$ cat src/fcnvt_stoh_pkg.sv
// Shared types for the binary32 to binary16 convert pipeline
// Imported by the unpack, round and top modules

package fcnvt_stoh_pkg;

  // Single bias 127 minus half bias 15
  localparam int unsigned EXP_BIAS_DIFF = 112;

  // RISC-V rounding mode encodings, codes 5 to 7 fold to rne
  typedef enum logic [2:0] {
    rm_rne = 3'd0,
    rm_rtz = 3'd1,
    rm_rdn = 3'd2,
    rm_rup = 3'd3,
    rm_rmm = 3'd4
  } fcnvt_rm_e;

  // Operand class after unpack
  typedef enum logic [2:0] {
    cls_zero,
    cls_finite,
    cls_ovf,
    cls_inf,
    cls_qnan,
    cls_snan
  } stoh_class_e;

  // Exception flags, invalid / overflow / underflow / inexact
  typedef struct packed {
    logic nv;
    logic of;
    logic uf;
    logic nx;
  } stoh_flags_t;

  // Stage 1 payload, rebiased and split ready for rounding
  typedef struct packed {
    logic        sign;
    stoh_class_e cls;
    logic [4:0]  exp_h;
    logic [10:0] mant;
    logic        guard;
    logic        sticky;
    logic        tiny;
    fcnvt_rm_e   rm;
  } stoh_unpacked_t;

  // Half result plus its flags
  typedef struct packed {
    logic [15:0] half;
    stoh_flags_t flags;
  } stoh_result_t;

endpackage

$ cat src/fcnvt_stoh_sh.sv
// Denormalizing shifter for single operands that land below the half normal range
// Splits the hidden one and fraction into a half subnormal field and lost bits

`timescale 1ns/1ps

module fcnvt_stoh_sh (
  input  logic [7:0]  sh_cnt,
  input  logic [22:0] sh_src,
  output logic [10:0] f_v,
  output logic [24:0] f_x
);

  // Hidden one, fraction, then room for up to 12 shifted-out bits
  logic [35:0] sig_ext;
  logic [35:0] sig_sh;
  logic [3:0]  sh_amt;
  logic        in_range;

  assign sig_ext = {1'b1, sh_src, 12'b0};

  // Exponents 0x65 to 0x70 map to unbiased -26 to -15
  assign in_range = (sh_cnt >= 8'h65) && (sh_cnt <= 8'h70);

  // 0x70 needs one place of shift, 0x65 needs twelve
  assign sh_amt = in_range ? 4'(8'h71 - sh_cnt) : 4'd0;

  assign sig_sh = sig_ext >> sh_amt;

  always_comb begin
    if (in_range) begin
      // Top 11 bits form the half subnormal mantissa
      f_v = sig_sh[35:25];
      // Bit 24 is the guard, the rest feed sticky
      f_x = sig_sh[24:0];
    end else begin
      // Far below the smallest subnormal
      // Nothing kept, guard clear, a single sticky bit
      f_v = 11'b0;
      f_x = {3'b001, 22'b0};
    end
  end

endmodule

$ cat src/fcnvt_stoh_unpack.sv
// Unpack stage of the single to half convert
// Classifies the operand and picks the normal path or the denormalizing shifter

`timescale 1ns/1ps

module fcnvt_stoh_unpack import fcnvt_stoh_pkg::*; (
  input  logic [31:0]    src,
  input  fcnvt_rm_e      rm,
  output stoh_unpacked_t unp
);

  logic [7:0]  exp_s;
  logic [22:0] frac_s;
  logic [10:0] f_v;
  logic [24:0] f_x;

  assign exp_s  = src[30:23];
  assign frac_s = src[22:0];

  // Shifter sees every operand, its output is used only on the tiny path
  fcnvt_stoh_sh i_fcnvt_stoh_sh (
    .sh_cnt (exp_s),
    .sh_src (frac_s),
    .f_v    (f_v),
    .f_x    (f_x)
  );

  always_comb begin
    unp      = '0;
    unp.sign = src[31];
    // Reserved codes behave as round to nearest even
    unp.rm   = (rm > rm_rmm) ? rm_rne : rm;

    if (exp_s == 8'hff) begin
      // Infinity or NaN, quiet bit is fraction MSB
      if (frac_s == 23'b0) begin
        unp.cls = cls_inf;
      end else if (frac_s[22]) begin
        unp.cls = cls_qnan;
      end else begin
        unp.cls = cls_snan;
      end
    end else if ((exp_s == 8'h00) && (frac_s == 23'b0)) begin
      unp.cls = cls_zero;
    end else if (exp_s >= 8'h8f) begin
      // Too large even before rounding
      unp.cls = cls_ovf;
    end else if (exp_s >= 8'h71) begin
      // Half normal range
      unp.cls    = cls_finite;
      unp.exp_h  = 5'(exp_s - EXP_BIAS_DIFF);
      unp.mant   = {1'b1, frac_s[22:13]};
      unp.guard  = frac_s[12];
      unp.sticky = |frac_s[11:0];
    end else begin
      // Below 2^-14, single subnormals land here too
      unp.cls    = cls_finite;
      unp.exp_h  = 5'd0;
      unp.mant   = f_v;
      unp.guard  = f_x[24];
      unp.sticky = |f_x[23:0];
      unp.tiny   = 1'b1;
    end
  end

endmodule

$ cat src/fcnvt_stoh_round.sv
// Rounding stage of the single to half convert
// Applies the rounding mode, detects overflow and builds the half result and flags

`timescale 1ns/1ps

module fcnvt_stoh_round import fcnvt_stoh_pkg::*; (
  input  stoh_unpacked_t unp,
  output stoh_result_t   res
);

  logic        lost;
  logic        inc;
  logic [11:0] sum;
  logic [5:0]  exp_r;
  logic [9:0]  frac_r;
  logic        ovf;
  logic        to_max;

  assign lost = unp.guard | unp.sticky;

  // Increment decision per mode
  always_comb begin
    case (unp.rm)
      rm_rne:  inc = unp.guard & (unp.sticky | unp.mant[0]);
      rm_rmm:  inc = unp.guard;
      rm_rup:  inc = lost & ~unp.sign;
      rm_rdn:  inc = lost & unp.sign;
      default: inc = 1'b0;
    endcase
  end

  assign sum = {1'b0, unp.mant} + {11'b0, inc};

  always_comb begin
    if (unp.exp_h == 5'd0) begin
      // Subnormal, carry into the hidden bit gives exponent 1
      exp_r  = {5'b0, sum[10]};
      frac_r = sum[9:0];
    end else begin
      // Normal, mantissa wrap bumps the exponent and leaves the fraction zero
      exp_r  = {1'b0, unp.exp_h} + {5'b0, sum[11]};
      frac_r = sum[9:0];
    end
  end

  // Exponent 31 after rounding is out of range
  assign ovf = (unp.cls == cls_ovf) ||
               ((unp.cls == cls_finite) && (exp_r >= 6'd31));

  // Modes that round toward zero for this sign saturate to max finite
  assign to_max = (unp.rm == rm_rtz) ||
                  ((unp.rm == rm_rdn) && !unp.sign) ||
                  ((unp.rm == rm_rup) && unp.sign);

  always_comb begin
    res = '0;
    case (unp.cls)
      cls_zero: begin
        res.half = {unp.sign, 15'b0};
      end
      cls_inf: begin
        res.half = {unp.sign, 15'h7c00};
      end
      cls_qnan: begin
        res.half = 16'h7e00;
      end
      cls_snan: begin
        // Canonical NaN, signaling input is invalid
        res.half     = 16'h7e00;
        res.flags.nv = 1'b1;
      end
      default: begin
        // cls_finite and cls_ovf
        if (ovf) begin
          res.half = to_max ? {unp.sign, 15'h7bff} : {unp.sign, 15'h7c00};
        end else begin
          res.half = {unp.sign, exp_r[4:0], frac_r};
        end
        res.flags.of = ovf;
        res.flags.nx = lost | ovf;
        // Tininess taken before rounding
        res.flags.uf = unp.tiny & (lost | ovf);
      end
    endcase
  end

endmodule

$ cat src/fcnvt_stoh_top.sv
// Top level of the single to half convert pipeline
// One operand per cycle on in_vld, result on out_vld after two cycles
// PIPE_OUT = 0 drops the output register for a latency of one

`timescale 1ns/1ps

module fcnvt_stoh_top import fcnvt_stoh_pkg::*; #(
  parameter bit PIPE_OUT = 1'b1
) (
  input  logic         forever_cpuclk,
  input  logic         rst_n,
  input  logic         in_vld,
  input  logic [31:0]  in_src,
  input  fcnvt_rm_e    in_rm,
  output logic         out_vld,
  output stoh_result_t out_res
);

  stoh_unpacked_t unp_d;
  stoh_unpacked_t s1_unp;
  logic           s1_vld;
  stoh_result_t   res_d;

  // Unpack and shift in the input cycle
  fcnvt_stoh_unpack i_fcnvt_stoh_unpack (
    .src (in_src),
    .rm  (in_rm),
    .unp (unp_d)
  );

  // Stage 1 valid
  always_ff @(posedge forever_cpuclk or negedge rst_n) begin
    if (!rst_n) begin
      s1_vld <= 1'b0;
    end else begin
      s1_vld <= in_vld;
    end
  end

  // Stage 1 payload, cleared value decodes as +0 with no flags
  always_ff @(posedge forever_cpuclk or negedge rst_n) begin
    if (!rst_n) begin
      s1_unp <= '0;
    end else if (in_vld) begin
      s1_unp <= unp_d;
    end
  end

  // Round from the stage 1 register
  fcnvt_stoh_round i_fcnvt_stoh_round (
    .unp (s1_unp),
    .res (res_d)
  );

  if (PIPE_OUT) begin : g_pipe_out
    // Stage 2 result register
    always_ff @(posedge forever_cpuclk or negedge rst_n) begin
      if (!rst_n) begin
        out_vld <= 1'b0;
        out_res <= '0;
      end else begin
        out_vld <= s1_vld;
        if (s1_vld) begin
          out_res <= res_d;
        end
      end
    end
  end else begin : g_comb_out
    // Result straight out of the rounder
    assign out_vld = s1_vld;
    assign out_res = res_d;
  end

endmodule

$ cat config.mk
export PLATFORM = sky130hd
export DESIGN_NAME = fcnvt_stoh_top
export DESIGN_NICKNAME = d
export VERILOG_FILES = /design/src/fcnvt_stoh_pkg.sv /design/src/fcnvt_stoh_sh.sv /design/src/fcnvt_stoh_unpack.sv /design/src/fcnvt_stoh_round.sv /design/src/fcnvt_stoh_top.sv
export SDC_FILE = /design/constraint.sdc
export NUM_CORES = 1
export LEC_CHECK = 0
export ABC_AREA = 1
export BUFFER_PORTS_ARGS = -buffer_cell sky130_fd_sc_hd__buf_4
export CORE_AREA = 4 4 95 97
export DETAILED_ROUTE_END_ITERATION = 12
export DIE_AREA = 0 0 99 101
export PLACE_DENSITY = 0.7
export SYNTH_ARGS = -nofsm -noshare
export SYNTH_HDL_FRONTEND = slang
export SYNTH_SLANG_ARGS = --single-unit
$ cat constraint.sdc
create_clock -name forever_cpuclk -period 6 [get_ports forever_cpuclk]
set_input_delay 1.2 -clock forever_cpuclk [delete_from_list [all_inputs] [get_ports forever_cpuclk]]
set_output_delay 1.2 -clock forever_cpuclk [all_outputs]
set_load 0.01 [all_outputs]
==> flow_summary.html, run 1 <==
<table>
<tr><th>Metric</th><th>Value</th></tr>
<tr><th colspan="2">Critical path</th></tr>
<tr><td>Slowest stage cell on the critical path</td><td>dfrtp_1</td></tr>
<tr><td>Critical path launch point type</td><td>flip-flop</td></tr>
<tr><td>Cell occurring most often along the worst timing path</td><td>nand2_1</td></tr>
<tr><td>Worst-path cell chain</td><td>inv_1, nor3_1, ha_1, o2111ai_1, o21ai_0, ha_1, nand4_1, or2_2, nor2_1, inv_1, nor2_1, nand2_1, nor3b_1, ha_1, ha_1, nand2_1, nor2_1, xor2_1, nor4_1, o21ai_0, nand2_1, nand2_1, nand2_1, o21ai_0</td></tr>
<tr><td>Largest delay share family, worst path</td><td>simple AND/OR/NAND/NOR gates</td></tr>
<tr><td>FF-to-FF setup slack</td><td>1.46 ns</td></tr>
<tr><td>CP Capture Type</td><td>flip-flop</td></tr>
<tr><td>Maximum net fanout on the critical path</td><td>15</td></tr>
<tr><td>Delay of the slowest cell on the worst path</td><td>0.41 ns</td></tr>
<tr><td>Data arrival at the endpoint of the critical path</td><td>4.70 ns</td></tr>
<tr><td>Buffers plus inverters on the worst setup path</td><td>2</td></tr>
<tr><td>Critical path type</td><td>flip-flop to flip-flop</td></tr>
<tr><td>Data required time of the critical path</td><td>6.16 ns</td></tr>
<tr><th colspan="2">Logic synthesis</th></tr>
<tr><td>Distinct cells, synth</td><td>44</td></tr>
<tr><td>Syn Area/Cell</td><td>6.81 um^2</td></tr>
<tr><td>Number of enable-type register cells in the synthesized netlist</td><td>0</td></tr>
<tr><td>Post-synth net total</td><td>574</td></tr>
<tr><td>Post-synthesis cell area</td><td>0.00361 mm^2</td></tr>
<tr><td>Portion of synthesized cell area occupied by the leading cell type</td><td>33.3%</td></tr>
<tr><td>Share of flip-flops with an asynchronous set or reset</td><td>100%</td></tr>
<tr><td>Synth Register Bits</td><td>48</td></tr>
<tr><td>Most used DFF post-synth</td><td>dfrtp_1</td></tr>
<tr><td>Share of synthesized area spent on multiplexers</td><td>0%</td></tr>
<tr><td>Dominant combinational cell family by area after synthesis</td><td>simple AND/OR/NAND/NOR gates</td></tr>
<tr><td>Share of synthesized cell area in full adder, half adder and majority cells</td><td>2.08%</td></tr>
<tr><td>Synthesis warning total</td><td>0</td></tr>
<tr><td>Top post-synthesis cells by area</td><td>dfrtp_1 (33%), nand2_1 (15%), nand3_1 (7.6%), inv_1 (6.8%), nor2_1 (4.9%)</td></tr>
<tr><td>Sequential fraction of the synthesis area</td><td>33.3%</td></tr>
<tr><td>Gate count of the mapped netlist</td><td>530</td></tr>
<tr><td>Xor/xnor cell area share of the yosys netlist</td><td>0.728%</td></tr>
<tr><td>Library cell with the largest summed area after synthesis</td><td>dfrtp_1</td></tr>
<tr><td>Synth Area in Simple Gates</td><td>39.3%</td></tr>
<tr><td>Share of the synthesized area in compound gates (AO/OA/AOI/OAI)</td><td>14.3%</td></tr>
<tr><th colspan="2">CTS</th></tr>
<tr><td>Clock Tree Root</td><td>clkbuf_8</td></tr>
<tr><td>Clock tree sinks</td><td>48</td></tr>
<tr><td>Worst-skew pair later-pin latency</td><td>0.30 ns</td></tr>
<tr><td>Clock Path Buffers</td><td>2</td></tr>
<tr><td>TritonCTS clock tree</td><td>done</td></tr>
<tr><td>Total clock buffers created by CTS</td><td>5</td></tr>
<tr><td>Number of resized instances in the post-cts repair step</td><td>0</td></tr>
<tr><td>Clk slew on worst S/H paths</td><td>0.10 ns</td></tr>
<tr><td>Post-CTS setup buffer count</td><td>0</td></tr>
<tr><td>H-Tree Depth</td><td>2</td></tr>
<tr><td>Number of hold buffers added after cts</td><td>0</td></tr>
<tr><th colspan="2">Run</th></tr>
<tr><td>Reported max-cap violation count</td><td>0</td></tr>
<tr><th colspan="2">Route</th></tr>
<tr><td>Metal3 WL</td><td>558 um</td></tr>
<tr><td>Drt pass-1 iters</td><td>5</td></tr>
<tr><td>Met2 wire len</td><td>4570 um</td></tr>
<tr><td>Highest metal layer with signal wires</td><td>met4</td></tr>
<tr><td>Final wirelength</td><td>9720 um</td></tr>
<tr><td>Violation count after the first detailed-route iteration</td><td>190</td></tr>
<tr><td>Drc violations</td><td>0</td></tr>
<tr><td>Drt via density</td><td>5.44</td></tr>
<tr><td>Detail-routed net length per standard cell</td><td>14.2 um</td></tr>
<tr><td>Vias</td><td>3732</td></tr>
<tr><td>Wire length on met1</td><td>4350 um</td></tr>
<tr><td>Antenna Violating Nets Remaining</td><td>0</td></tr>
<tr><th colspan="2">Placement</th></tr>
<tr><td>Placer Congestion</td><td>0.923</td></tr>
<tr><td>Total of buffers placed on input and output ports</td><td>58</td></tr>
<tr><td>Post-detailed-placement cell area</td><td>0.00408 mm^2</td></tr>
<tr><td>HPWL Detailed</td><td>7570 um</td></tr>
<tr><td>Total instance count after detailed placement</td><td>678</td></tr>
<tr><th colspan="2">STA</th></tr>
<tr><td>Fmax</td><td>0.220 GHz</td></tr>
<tr><td>Setup repair after global routing missed its margin</td><td>no</td></tr>
<tr><td>Post-route worst hold slack</td><td>0.485 ns</td></tr>
<tr><td>Fin Setup TNS</td><td>0 ns</td></tr>
<tr><td>Total setup violations reported at the end of the flow</td><td>0</td></tr>
<tr><td>Count of pins over their slew limit</td><td>0</td></tr>
<tr><td>Slew @ Worst Pin</td><td>0.588 ns</td></tr>
<tr><td>Final clock period utilization by the worst path</td><td>75.7%</td></tr>
<tr><td>Relative slew slack</td><td>60.8%</td></tr>
<tr><td>Hold Vio Cnt, Final</td><td>0</td></tr>
<tr><td>Worst clock skew</td><td>0.0146 ns</td></tr>
<tr><td>Min Tclk post-route</td><td>4.54 ns</td></tr>
<tr><th colspan="2">Layout</th></tr>
<tr><td>Net total in the final layout</td><td>624</td></tr>
<tr><td>Layout cell share with drive strength beyond 1</td><td>16.7%</td></tr>
<tr><td>Final core utilization</td><td>51.5%</td></tr>
<tr><td>Most frequent cells in the layout</td><td>nand2_1 (143), inv_1 (65), buf_4 (58), nand3_1 (55), dfrtp_1 (48)</td></tr>
<tr><td>Most frequent standard cell in the layout excluding fill and tap cells</td><td>nand2_1</td></tr>
<tr><td>Post-synthesis to final-layout area growth</td><td>16.0%</td></tr>
<tr><td>Inserted Diodes</td><td>0</td></tr>
<tr><td>Count of placed standard cells in the final layout, fillers left out</td><td>686</td></tr>
<tr><td>Post-route cell area</td><td>0.00419 mm^2</td></tr>
<tr><th colspan="2">Global route</th></tr>
<tr><td>Pin count of the biggest net entering global routing</td><td>49</td></tr>
<tr><td>Global-route usage over all layers</td><td>19.8%</td></tr>
<tr><td>Number of antenna violations at the first check in global routing</td><td>0</td></tr>
<tr><td>Total congestion overflow</td><td>0</td></tr>
<tr><td>Vias in the first global route</td><td>3499</td></tr>
<tr><td>Global-route wire length before repair</td><td>16400 um</td></tr>
<tr><th colspan="2">Power</th></tr>
<tr><td>Power Density</td><td>209 mW/mm^2</td></tr>
<tr><td>Leakage component of the power</td><td>0.00215 uW</td></tr>
<tr><td>Worst ir drop on vdd</td><td>0.0905 mV</td></tr>
<tr><th colspan="2">Die</th></tr>
<tr><td>Initial Util</td><td>44.4%</td></tr>
<tr><td>Core Region</td><td>0.00813 mm^2</td></tr>
<tr><td>Number of rows created at floorplan</td><td>33</td></tr>
<tr><td>Horizontal die dimension</td><td>99 um</td></tr>
<tr><td>Chip height</td><td>101 um</td></tr>
<tr><td>DIE AREA</td><td>0.0100 mm^2</td></tr>
<tr><td># IOs</td><td>59</td></tr>
<tr><th colspan="2">Worst hold path</th></tr>
<tr><td>Worst hold-check path type</td><td>flip-flop to flip-flop</td></tr>
<tr><th colspan="2">Status</th></tr>
<tr><td>Outcome</td><td>complete, no violations</td></tr>
</table>
report_power, final:
group          switching [uW]  internal [uW]  leakage (uW)
sequential               26.8            358      0.000623
combinational             158            102       0.00147
clock                     107            123     0.0000541
total                     292            583       0.00215
cell type report:
class	instances	area, um^2
clock inverters	3	42.5
repair buffers	58	435
fillers	838	3950
flip-flops and latches	48	1200
clock buffers	5	68.8
inverters	72	273
well taps	105	131
multi-input cells	395	2040
stage by stage:
stage / power (uW) / setup slack [ns]
2_1_floorplan: 552 / 2.36
3_3_place_gp: 644 / 1.83
3_5_place_dp: 650 / 1.57
4_1_cts: 879 / 1.52
5_1_grt: 931 / 1.16
6_report: 875 / 1.46
cell families after synthesis:
kind of cell	Yosys count
buffers and inverters	87
AO/OA/AOI/OAI	84
XOR/XNOR	3
AND/OR/NAND/NOR	302
adder cells (fa/ha/maj)	6
flip-flops	48
metal layers:
layer  vias up  track usage [%]
met5         -                0
met2       139             33.3
met3        24             2.49
met1      1698             26.1
li1       1871                -
met4         0             6.93
worst reg2reg max path: stages, from the launching register on:
cell	delay [ns]
dfrtp_1	0.41
inv_1	0.10
nor3_1	0.06
ha_1	0.28
o2111ai_1	0.08
o21ai_0	0.08
ha_1	0.21
nand4_1	0.11
or2_2	0.30
nor2_1	0.13
inv_1	0.07
nor2_1	0.14
nand2_1	0.10
nor3b_1	0.30
ha_1	0.23
ha_1	0.16
nand2_1	0.07
nor2_1	0.13
xor2_1	0.11
nor4_1	0.29
o21ai_0	0.11
nand2_1	0.36
nand2_1	0.18
nand2_1	0.25
o21ai_0	0.15
worst paths after layout:
path,startpoint,end,cells past startpoint
max,s1_unp[1],out_res[7],24
min,s1_vld,out_vld,0
max reg2reg,s1_unp[1],out_res[7],24
min reg2reg,s1_vld,out_vld,0
max in group asynchronous,rst_n,out_res[10],1
min in group asynchronous,rst_n,s1_unp[4],1
flip-flops by register name (all words and copies together), names as in the netlist:
signal and cells:
s1_unp 26, out_res 20, out_vld 1, s1_vld 1
synthesized netlist by cell type (2+ instances only):
cell type / n
nor2_2: 2
o21ai_0: 29
nand2_4: 3
buf_6: 4
a21oi_1: 15
nand3_1: 55
o311ai_1: 2
clkbuf_1: 6
buf_2: 2
nand4_1: 19
o21a_1: 2
a22oi_1: 7
or2_2: 5
xor2_1: 2
inv_2: 5
nand2_2: 2
nand2_1: 143
a31oi_1: 2
nor4_1: 2
dfrtp_1: 48
o21ai_1: 7
nor3_1: 11
nor2_1: 47
buf_4: 3
inv_1: 65
o221ai_1: 6
nand3_2: 7
ha_1: 6
o22ai_1: 4
o211ai_1: 5
No activity file was read; power rests on OpenSTA's default activity.
==> run 2, diff against run 1 <==
==> constraint.sdc (replaced) <==
create_clock -name forever_cpuclk -period 4.64 [get_ports forever_cpuclk]
set_input_delay 0.928 -clock forever_cpuclk [delete_from_list [all_inputs] [get_ports forever_cpuclk]]
set_output_delay 0.928 -clock forever_cpuclk [all_outputs]
set_load 0.01 [all_outputs]
==> run 2 against run 1 <==
  * Sequential power increased by 29%
  * Final cell count is 0.15% higher
  * Core utilization increased by 0.34 points
  * Count of clock-buffer cells in the layout increased by 2
  * Register-to-register slack lost 1.1 ns
  * First-iteration DRC count grew 33%
  * Global-route usage decreased by 0.064 points
  * Die area did not move
  * Sequential share of layout area shrank 0.19 points
  * Clock skew down 0.0067 ns
==> flow_summary.html, run 2 (synthesized netlist as in run 1, its figures left out) <==
<table>
<tr><th>Metric</th><th>Value</th></tr>
<tr><th colspan="2">Status</th></tr>
<tr><td>Outcome</td><td>complete, no violations</td></tr>
<tr><th colspan="2">Worst hold path</th></tr>
<tr><td>Hold Path Sink</td><td>out_res[6]</td></tr>
<tr><td>Worst hold-check path type</td><td>flip-flop to flip-flop</td></tr>
<tr><td>Source of the worst hold timing path</td><td>out_res[6]</td></tr>
<tr><td>Cell depth of the worst hold path</td><td>2 (+2)</td></tr>
<tr><th colspan="2">Critical path</th></tr>
<tr><td>Critical path type</td><td>flip-flop to flip-flop</td></tr>
<tr><td>Slowest stage cell on the critical path</td><td>dfrtp_1</td></tr>
<tr><td>Worst-case reg-to-reg path depth</td><td>24 (unchanged)</td></tr>
<tr><td>Critical path launch point type</td><td>flip-flop</td></tr>
<tr><td>Worst-path cell chain</td><td>inv_1, nor3_1, ha_1, o2111ai_1, o21ai_0, ha_1, nand4_1, or2_2, nor2_1, inv_1, nor2_1, nand2_1, nor3b_2, ha_1, ha_1, nand2_1, nor2_1, xor2_1, nor4_1, o21ai_0, nand2_1, buf_4, o31ai_1, o21ai_0</td></tr>
<tr><td>Reg2reg start</td><td>s1_unp[1]</td></tr>
<tr><td>Maximum net fanout on the critical path</td><td>9 (-6)</td></tr>
<tr><td>Data required time of the critical path</td><td>4.81 ns (-1.35 ns)</td></tr>
<tr><td>Critical register-to-register path endpoint</td><td>out_res[1]</td></tr>
<tr><td>Origin of the worst setup path</td><td>s1_unp[1]</td></tr>
<tr><td>Cell occurring most often along the worst timing path</td><td>ha_1</td></tr>
<tr><td>FF-to-FF setup slack</td><td>0.33 ns (-1.13 ns)</td></tr>
<tr><td>Delay of the slowest cell on the worst path</td><td>0.40 ns (about the same)</td></tr>
<tr><td>Data arrival at the endpoint of the critical path</td><td>4.49 ns (-0.21 ns)</td></tr>
<tr><td>CP Capture Type</td><td>flip-flop</td></tr>
<tr><th colspan="2">Layout</th></tr>
<tr><td>Number of filler instances in the final layout</td><td>807 (-3.7%)</td></tr>
<tr><td>Post-route cell area</td><td>0.00422 mm^2 (+0.66%)</td></tr>
<tr><td>Inserted Diodes</td><td>0 (unchanged)</td></tr>
<tr><td>Most frequent cells in the layout</td><td>nand2_1 (143), inv_1 (65), buf_4 (59), nand3_1 (55), dfrtp_1 (48)</td></tr>
<tr><td>Layout cell share with drive strength beyond 1</td><td>17.0% (+0.31 points)</td></tr>
<tr><td>FF/Latch Area</td><td>0.00120 mm^2 (unchanged)</td></tr>
<tr><td>Total area of multi-input combinational cells</td><td>0.00204 mm^2 (+0.25%)</td></tr>
<tr><td>Flip-flop count of the largest register, all copies and words added</td><td>26 (unchanged)</td></tr>
<tr><td>Post-synthesis to final-layout area growth</td><td>16.8%</td></tr>
<tr><td>Most flop-heavy register</td><td>s1_unp</td></tr>
<tr><td>Most frequent standard cell in the layout excluding fill and tap cells</td><td>nand2_1</td></tr>
<tr><td>Largest registers</td><td>s1_unp x26, out_res x20</td></tr>
<tr><td>Final core utilization</td><td>51.8% (+0.34 points)</td></tr>
<tr><td>Net total in the final layout</td><td>625 (+0.16%)</td></tr>
<tr><th colspan="2">Route</th></tr>
<tr><td>Vias</td><td>3690 (-1.1%)</td></tr>
<tr><td>Drt pass-1 iters</td><td>5 (unchanged)</td></tr>
<tr><td>Antenna Violating Nets Remaining</td><td>0 (unchanged)</td></tr>
<tr><td>Drt via density</td><td>5.37 (-1.3%)</td></tr>
<tr><td>Drc violations</td><td>0 (unchanged)</td></tr>
<tr><td>Detail-routed net length per standard cell</td><td>13.9 um (-1.9%)</td></tr>
<tr><td>Violation count after the first detailed-route iteration</td><td>252 (+33%)</td></tr>
<tr><td>Final wirelength</td><td>9550 um (-1.7%)</td></tr>
<tr><th colspan="2">CTS</th></tr>
<tr><td>Total clock buffers created by CTS</td><td>5 (unchanged)</td></tr>
<tr><td>TritonCTS clock tree</td><td>done</td></tr>
<tr><td>Clk slew on worst S/H paths</td><td>0.09 ns (about the same)</td></tr>
<tr><td>Clock Tree Root</td><td>clkbuf_8</td></tr>
<tr><td>H-Tree Depth</td><td>2 (unchanged)</td></tr>
<tr><td>Number of hold buffers added after cts</td><td>0 (unchanged)</td></tr>
<tr><td>Clock Path Buffers</td><td>2 (unchanged)</td></tr>
<tr><td>Clock tree sinks</td><td>48 (unchanged)</td></tr>
<tr><td>Post-CTS setup buffer count</td><td>0 (unchanged)</td></tr>
<tr><td>Worst-skew pair later-pin latency</td><td>0.30 ns (about the same)</td></tr>
<tr><th colspan="2">STA</th></tr>
<tr><td>Relative slew slack</td><td>61.3% (+0.47 points)</td></tr>
<tr><td>Fmax</td><td>0.232 GHz (+5.3%)</td></tr>
<tr><td>Count of pins over their slew limit</td><td>0 (unchanged)</td></tr>
<tr><td>Post-route worst hold slack</td><td>0.489 ns (+0.00455 ns)</td></tr>
<tr><td>Hold Vio Cnt, Final</td><td>0 (unchanged)</td></tr>
<tr><td>Total setup violations reported at the end of the flow</td><td>0 (unchanged)</td></tr>
<tr><td>Worst clock skew</td><td>0.00787 ns (-0.00672 ns)</td></tr>
<tr><td>Slew @ Worst Pin</td><td>0.580 ns (-0.00705 ns)</td></tr>
<tr><td>Final clock period utilization by the worst path</td><td>92.9% (+17 points)</td></tr>
<tr><td>Min Tclk post-route</td><td>4.31 ns (-0.227 ns)</td></tr>
<tr><th colspan="2">Global route</th></tr>
<tr><td>Total congestion overflow</td><td>0 (unchanged)</td></tr>
<tr><td>Number of antenna violations at the first check in global routing</td><td>0 (unchanged)</td></tr>
<tr><td>Vias in the first global route</td><td>3479 (-0.57%)</td></tr>
<tr><td>Global-route usage over all layers</td><td>19.7% (-0.064 points)</td></tr>
<tr><td>Pin count of the biggest net entering global routing</td><td>49 (unchanged)</td></tr>
<tr><td>Global-route wire length before repair</td><td>16400 um (+0.21%)</td></tr>
<tr><th colspan="2">Power</th></tr>
<tr><td>Worst ir drop on vdd</td><td>0.150 mV (+66%)</td></tr>
<tr><td>Power Density</td><td>274 mW/mm^2 (+31%)</td></tr>
<tr><td>Post-layout total power</td><td>1150 uW (+32%)</td></tr>
<tr><td>Leakage component of the power</td><td>0.00217 uW (+0.74%)</td></tr>
<tr><th colspan="2">Placement</th></tr>
<tr><td>Placer Congestion</td><td>0.924 (+0.12%)</td></tr>
<tr><td>Total of buffers placed on input and output ports</td><td>58 (unchanged)</td></tr>
<tr><td>Post-detailed-placement cell area</td><td>0.00409 mm^2 (+0.18%)</td></tr>
<tr><td>HPWL Detailed</td><td>7580 um (about the same)</td></tr>
<tr><th colspan="2">Die</th></tr>
<tr><td># IOs</td><td>59 (unchanged)</td></tr>
<tr><td>Number of rows created at floorplan</td><td>33 (unchanged)</td></tr>
<tr><td>Chip height</td><td>101 um (unchanged)</td></tr>
<tr><td>Horizontal die dimension</td><td>99 um (unchanged)</td></tr>
<tr><td>DIE AREA</td><td>0.0100 mm^2 (unchanged)</td></tr>
<tr><td>Initial Util</td><td>44.4% (unchanged)</td></tr>
<tr><td>Core Region</td><td>0.00813 mm^2 (unchanged)</td></tr>
<tr><th colspan="2">Run</th></tr>
<tr><td>Reported max-cap violation count</td><td>0 (unchanged)</td></tr>
</table>
==> run 2: changes by cell type in the layout (fill, tap and decap cells not counted), sizes merged <==
cell	before	now
buf	58	59
clkbuf	5	7
clkinvlp	1	0
clkinv	2	1
==> run 2: cell type report <==
class / instances / area share (%)
well taps: 105 / 3.12
flip-flops and latches: 48 / 28.5
multi-input cells: 395 / 48.4
clock inverters: 1 / 0.712
repair buffers: 59 / 10.5
inverters: 72 / 6.47
clock buffers: 7 / 2.28
==> run 2: worst max-delay path by stage <==
stage	to	slack, ns	cells past startpoint
2_1_floorplan	out_res[15]	1.00	24
3_5_place_dp	out_res[10]	0.36	26
6_report	out_res[1]	0.33	24
3_3_place_gp	out_res[10]	0.63	26
5_1_grt	out_res[10]	-0.006	26
4_1_cts	out_res[10]	0.33	26
==> run 2: timing repair <==
action | in CTS | in global routing
hold endpoints to repair | 0 | 0
gates resized for setup | 0 | 1
endpoints found under the setup margin | 0 | 8
==> run 2: critical path, delay by kind of cell, from the launching register on <==
| kind | cells | cell delay (ns) |
|---|---|---|
| compound gates | 5 | 0.76 |
| fa+ha+maj | 4 | 0.87 |
| buf+inv | 3 | 0.39 |
| simple gates | 11 | 1.55 |
| xor+xnor | 1 | 0.20 |
| flops | 1 | 0.40 |
==> run 2: through the flow <==
step,setup WS [ns],cells,setup TNS (ns)
2_1_floorplan,1.00,530,0
3_3_place_gp,0.625,679,0
3_5_place_dp,0.362,679,0
4_1_cts,0.332,687,0
5_1_grt,-0.00643,687,-0.00643
6_report,0.328,687,0
==> run 2: metal layers <==
metal	track usage, %	vias up	part of all wire [%]
met5	0	-	0
met4	5.67	0	1.8
met3	1.80	13	5.7
met2	33.5	126	47
met1	26.7	1681	45
li1	-	1870	-
==> run 2: power by group <==
| group | switching (uW) | internal [uW] |
|---|---|---|
| Sequential | 33.4 | 463 |
| Clock | 132 | 190 |
| Combinational | 203 | 132 |
| Total | 368 | 785 |
==> run 3, diff against run 2 <==
--- a/config.mk
+++ b/config.mk
@@ -7,9 +7,9 @@
 export LEC_CHECK = 0
 export ABC_AREA = 1
 export BUFFER_PORTS_ARGS = -buffer_cell sky130_fd_sc_hd__buf_4
-export CORE_AREA = 4 4 95 97
+export CORE_AREA = 4 4 81 113
 export DETAILED_ROUTE_END_ITERATION = 12
-export DIE_AREA = 0 0 99 101
+export DIE_AREA = 0 0 85 117
 export PLACE_DENSITY = 0.7
 export SYNTH_ARGS = -nofsm -noshare
 export SYNTH_HDL_FRONTEND = slang
==> run 3 against run 2 <==
  * Count of clock-buffer cells in the layout is 1 lower
  * Global-route usage rose by 0.44 points
  * Setup slack better by 0.23 ns
  * Final area is 0.39% higher
  * Routed wire length rose by 3.3%
  * Clock skew fell by 0.0025 ns
  * Largest cell class unchanged
  * Largest power group unchanged
==> flow_summary.html, run 3 (synthesized netlist as in run 1, its figures left out) <==
<table>
<tr><th>Metric</th><th>Value</th></tr>
<tr><th colspan="2">Placement</th></tr>
<tr><td>HPWL Detailed</td><td>7750 um (+2.3%)</td></tr>
<tr><td>Placer Congestion</td><td>0.913 (-1.3%)</td></tr>
<tr><td>Total of buffers placed on input and output ports</td><td>58 (unchanged)</td></tr>
<tr><td>Total instance count after detailed placement</td><td>677 (-0.29%)</td></tr>
<tr><th colspan="2">Critical path</th></tr>
<tr><td>Critical path type</td><td>flip-flop to flip-flop</td></tr>
<tr><td>Critical register-to-register path endpoint</td><td>out_res[1]</td></tr>
<tr><td>Maximum net fanout on the critical path</td><td>8 (-1)</td></tr>
<tr><td>FF-to-FF setup slack</td><td>0.56 ns (+0.23 ns)</td></tr>
<tr><td>Data arrival at the endpoint of the critical path</td><td>4.24 ns (-0.25 ns)</td></tr>
<tr><td>Worst-case reg-to-reg path depth</td><td>24 (unchanged)</td></tr>
<tr><td>CP Capture Type</td><td>flip-flop</td></tr>
<tr><td>Critical path launch point type</td><td>flip-flop</td></tr>
<tr><td>Data required time of the critical path</td><td>4.80 ns (about the same)</td></tr>
<tr><td>Origin of the worst setup path</td><td>s1_unp[1]</td></tr>
<tr><td>Reg2reg start</td><td>s1_unp[1]</td></tr>
<tr><th colspan="2">Power</th></tr>
<tr><td>Post-layout total power</td><td>1170 uW (+1.6%)</td></tr>
<tr><td>Power Density</td><td>277 mW/mm^2 (+1.2%)</td></tr>
<tr><td>Worst ir drop on vdd</td><td>0.213 mV (+41%)</td></tr>
<tr><td>Leakage component of the power</td><td>0.00217 uW (+0.25%)</td></tr>
<tr><th colspan="2">Global route</th></tr>
<tr><td>Global-route wire length before repair</td><td>16200 um (-1.6%)</td></tr>
<tr><td>Number of antenna violations at the first check in global routing</td><td>0 (unchanged)</td></tr>
<tr><td>Total congestion overflow</td><td>0 (unchanged)</td></tr>
<tr><td>Vias in the first global route</td><td>3582 (+3.0%)</td></tr>
<tr><td>Global-route usage over all layers</td><td>20.1% (+0.44 points)</td></tr>
<tr><td>Pin count of the biggest net entering global routing</td><td>49 (unchanged)</td></tr>
<tr><th colspan="2">CTS</th></tr>
<tr><td>TritonCTS clock tree</td><td>done</td></tr>
<tr><td>Worst-skew pair later-pin latency</td><td>0.29 ns (about the same)</td></tr>
<tr><td>H-Tree Depth</td><td>2 (unchanged)</td></tr>
<tr><td>Clock Tree Root</td><td>clkbuf_16</td></tr>
<tr><td>Clk slew on worst S/H paths</td><td>0.06 ns (-0.03 ns)</td></tr>
<tr><td>Clock Path Buffers</td><td>2 (unchanged)</td></tr>
<tr><td>Total clock buffers created by CTS</td><td>5 (unchanged)</td></tr>
<tr><td>Clock tree sinks</td><td>48 (unchanged)</td></tr>
<tr><th colspan="2">Route</th></tr>
<tr><td>Drt via density</td><td>5.36 (-0.24%)</td></tr>
<tr><td>Metal3 WL</td><td>437 um (-20%)</td></tr>
<tr><td>Highest metal layer with signal wires</td><td>met4</td></tr>
<tr><td>Final wirelength</td><td>9860 um (+3.3%)</td></tr>
<tr><td>Drc violations</td><td>0 (unchanged)</td></tr>
<tr><td>Detail-routed net length per standard cell</td><td>14.4 um (+3.7%)</td></tr>
<tr><td>Met2 wire len</td><td>5120 um (+13%)</td></tr>
<tr><td>Vias</td><td>3665 (-0.68%)</td></tr>
<tr><td>Violation count after the first detailed-route iteration</td><td>215 (-15%)</td></tr>
<tr><td>Antenna Violating Nets Remaining</td><td>0 (unchanged)</td></tr>
<tr><td>Wire length on met1</td><td>4010 um (-6.8%)</td></tr>
<tr><td>Drt pass-1 iters</td><td>6 (+1)</td></tr>
<tr><th colspan="2">Layout</th></tr>
<tr><td>Layout cell share with drive strength beyond 1</td><td>17.2% (+0.17 points)</td></tr>
<tr><td>Total area of multi-input combinational cells</td><td>0.00205 mm^2 (+0.24%)</td></tr>
<tr><td>Inserted Diodes</td><td>0 (unchanged)</td></tr>
<tr><td>Count of placed standard cells in the final layout, fillers left out</td><td>684 (-0.44%)</td></tr>
<tr><td>Flip-flop count of the largest register, all copies and words added</td><td>26 (unchanged)</td></tr>
<tr><td>Most frequent standard cell in the layout excluding fill and tap cells</td><td>nand2_1</td></tr>
<tr><td>Number of filler instances in the final layout</td><td>836 (+3.6%)</td></tr>
<tr><td>Largest registers</td><td>s1_unp x26, out_res x20</td></tr>
<tr><td>Most frequent cells in the layout</td><td>nand2_1 (141), inv_1 (65), buf_4 (60), nand3_1 (55), dfrtp_1 (48)</td></tr>
<tr><td>Most flop-heavy register</td><td>s1_unp</td></tr>
<tr><td>FF/Latch Area</td><td>0.00120 mm^2 (unchanged)</td></tr>
<tr><td>Post-synthesis to final-layout area growth</td><td>17.2%</td></tr>
<tr><td>Final core utilization</td><td>51.9% (+0.10 points)</td></tr>
<tr><td>Net total in the final layout</td><td>626 (+0.16%)</td></tr>
<tr><th colspan="2">Die</th></tr>
<tr><td>DIE AREA</td><td>0.00995 mm^2 (-0.54%)</td></tr>
<tr><td>Chip height</td><td>117 um (+16%)</td></tr>
<tr><td>Core Region</td><td>0.00815 mm^2 (+0.18%)</td></tr>
<tr><td>Initial Util</td><td>44.3% (-0.082 points)</td></tr>
<tr><td># IOs</td><td>59 (unchanged)</td></tr>
<tr><td>Horizontal die dimension</td><td>85 um (-14%)</td></tr>
<tr><td>Number of rows created at floorplan</td><td>39 (+18%)</td></tr>
<tr><th colspan="2">STA</th></tr>
<tr><td>Post-route worst hold slack</td><td>0.476 ns (-0.0135 ns)</td></tr>
<tr><td>Fmax</td><td>0.245 GHz (+5.7%)</td></tr>
<tr><td>Count of pins over their slew limit</td><td>0 (unchanged)</td></tr>
<tr><td>Fin Setup TNS</td><td>0 ns (unchanged)</td></tr>
<tr><td>Total setup violations reported at the end of the flow</td><td>0 (unchanged)</td></tr>
<tr><td>Relative slew slack</td><td>61.2% (about the same)</td></tr>
<tr><td>Hold Vio Cnt, Final</td><td>0 (unchanged)</td></tr>
<tr><td>Min Tclk post-route</td><td>4.08 ns (-0.234 ns)</td></tr>
<tr><td>Setup repair after global routing missed its margin</td><td>no</td></tr>
<tr><td>Worst clock skew</td><td>0.00533 ns (-0.00255 ns)</td></tr>
<tr><td>Final clock period utilization by the worst path</td><td>87.9% (-5.0 points)</td></tr>
<tr><td>Slew @ Worst Pin</td><td>0.581 ns (+0.000897 ns)</td></tr>
<tr><th colspan="2">Worst hold path</th></tr>
<tr><td>Hold Path Sink</td><td>out_vld</td></tr>
<tr><td>Cell depth of the worst hold path</td><td>0 (-2)</td></tr>
<tr><td>Worst hold-check path type</td><td>flip-flop to flip-flop</td></tr>
<tr><td>Source of the worst hold timing path</td><td>s1_vld</td></tr>
<tr><th colspan="2">Status</th></tr>
<tr><td>Outcome</td><td>complete, no violations</td></tr>
<tr><th colspan="2">Run</th></tr>
<tr><td>Reported max-cap violation count</td><td>0 (unchanged)</td></tr>
</table>
==> run 3: changes by cell type in the layout (fill, tap and decap cells not counted), sizes merged <==
cell and delta:
buf +1, bufinv -1, clkbuf -1, clkinv +1
==> run 3: final cells by class <==
class / instances / share of cell area (%)
sequential: 48 / 28.4
timing repair buffer: 60 / 10.6
inverter: 72 / 6.44
clock buffer: 6 / 3.04
multi-input combinational: 395 / 48.4
tap: 102 / 3.02
clock inverter: 1 / 0.118
==> run 3: power breakdown <==
part	internal [uW]	switching, uW	total, uW
Combinational	133	204	337
Clock	196	141	337
Sequential	464	33.5	498
Total	793	379	1170
==> run 3: stage by stage <==
| stage | setup WS (ns) | area [um^2] |
|---|---|---|
| floorplan | 1.00 | 3610 |
| global placement | 0.685 | 4090 |
| detailed placement | 0.528 | 4090 |
| CTS | 0.516 | 4220 |
| global route | 0.0893 | 4230 |
| finish | 0.562 | 4230 |
==> run 3: worst max-delay path, stage by stage, from the launching register on <==
cell,delay [ns]
dfrtp_1,0.39
inv_1,0.10
nor3_1,0.05
ha_1,0.27
o2111ai_1,0.08
o21ai_0,0.09
ha_1,0.22
nand4_1,0.12
or2_2,0.31
nor2_1,0.12
inv_1,0.07
nor2_1,0.12
nand2_1,0.12
nor3b_1,0.22
ha_1,0.21
ha_1,0.16
nand2_1,0.07
nor2_1,0.12
xor2_1,0.20
nor4_1,0.08
o21ai_0,0.18
nand2_2,0.13
buf_4,0.19
o31ai_2,0.21
o21ai_0,0.10
==> run 3: worst max path at each step <==
| stage | depth (start not counted) | to |
|---|---|---|
| after global placement | 24 | out_res[1] |
| final | 24 | out_res[1] |
| after detailed placement | 24 | out_res[7] |
| after CTS | 24 | out_res[7] |
| after floorplan | 24 | out_res[15] |
| after global routing | 24 | out_res[1] |
==> run 3: repair_timing <==
action,4_1_cts,5_1_grt
resized for setup,0,3
hold buffers,0,0
setup buffers,0,0
setup endpoints to repair,0,11
==> run 3: routing by layer <==
layer  vias to the layer above  GRT usage [%]
met5                         -              0
met4                         0           8.98
met3                        24           2.73
met2                       105           38.7
met1                      1675           21.7
li1                       1861              -
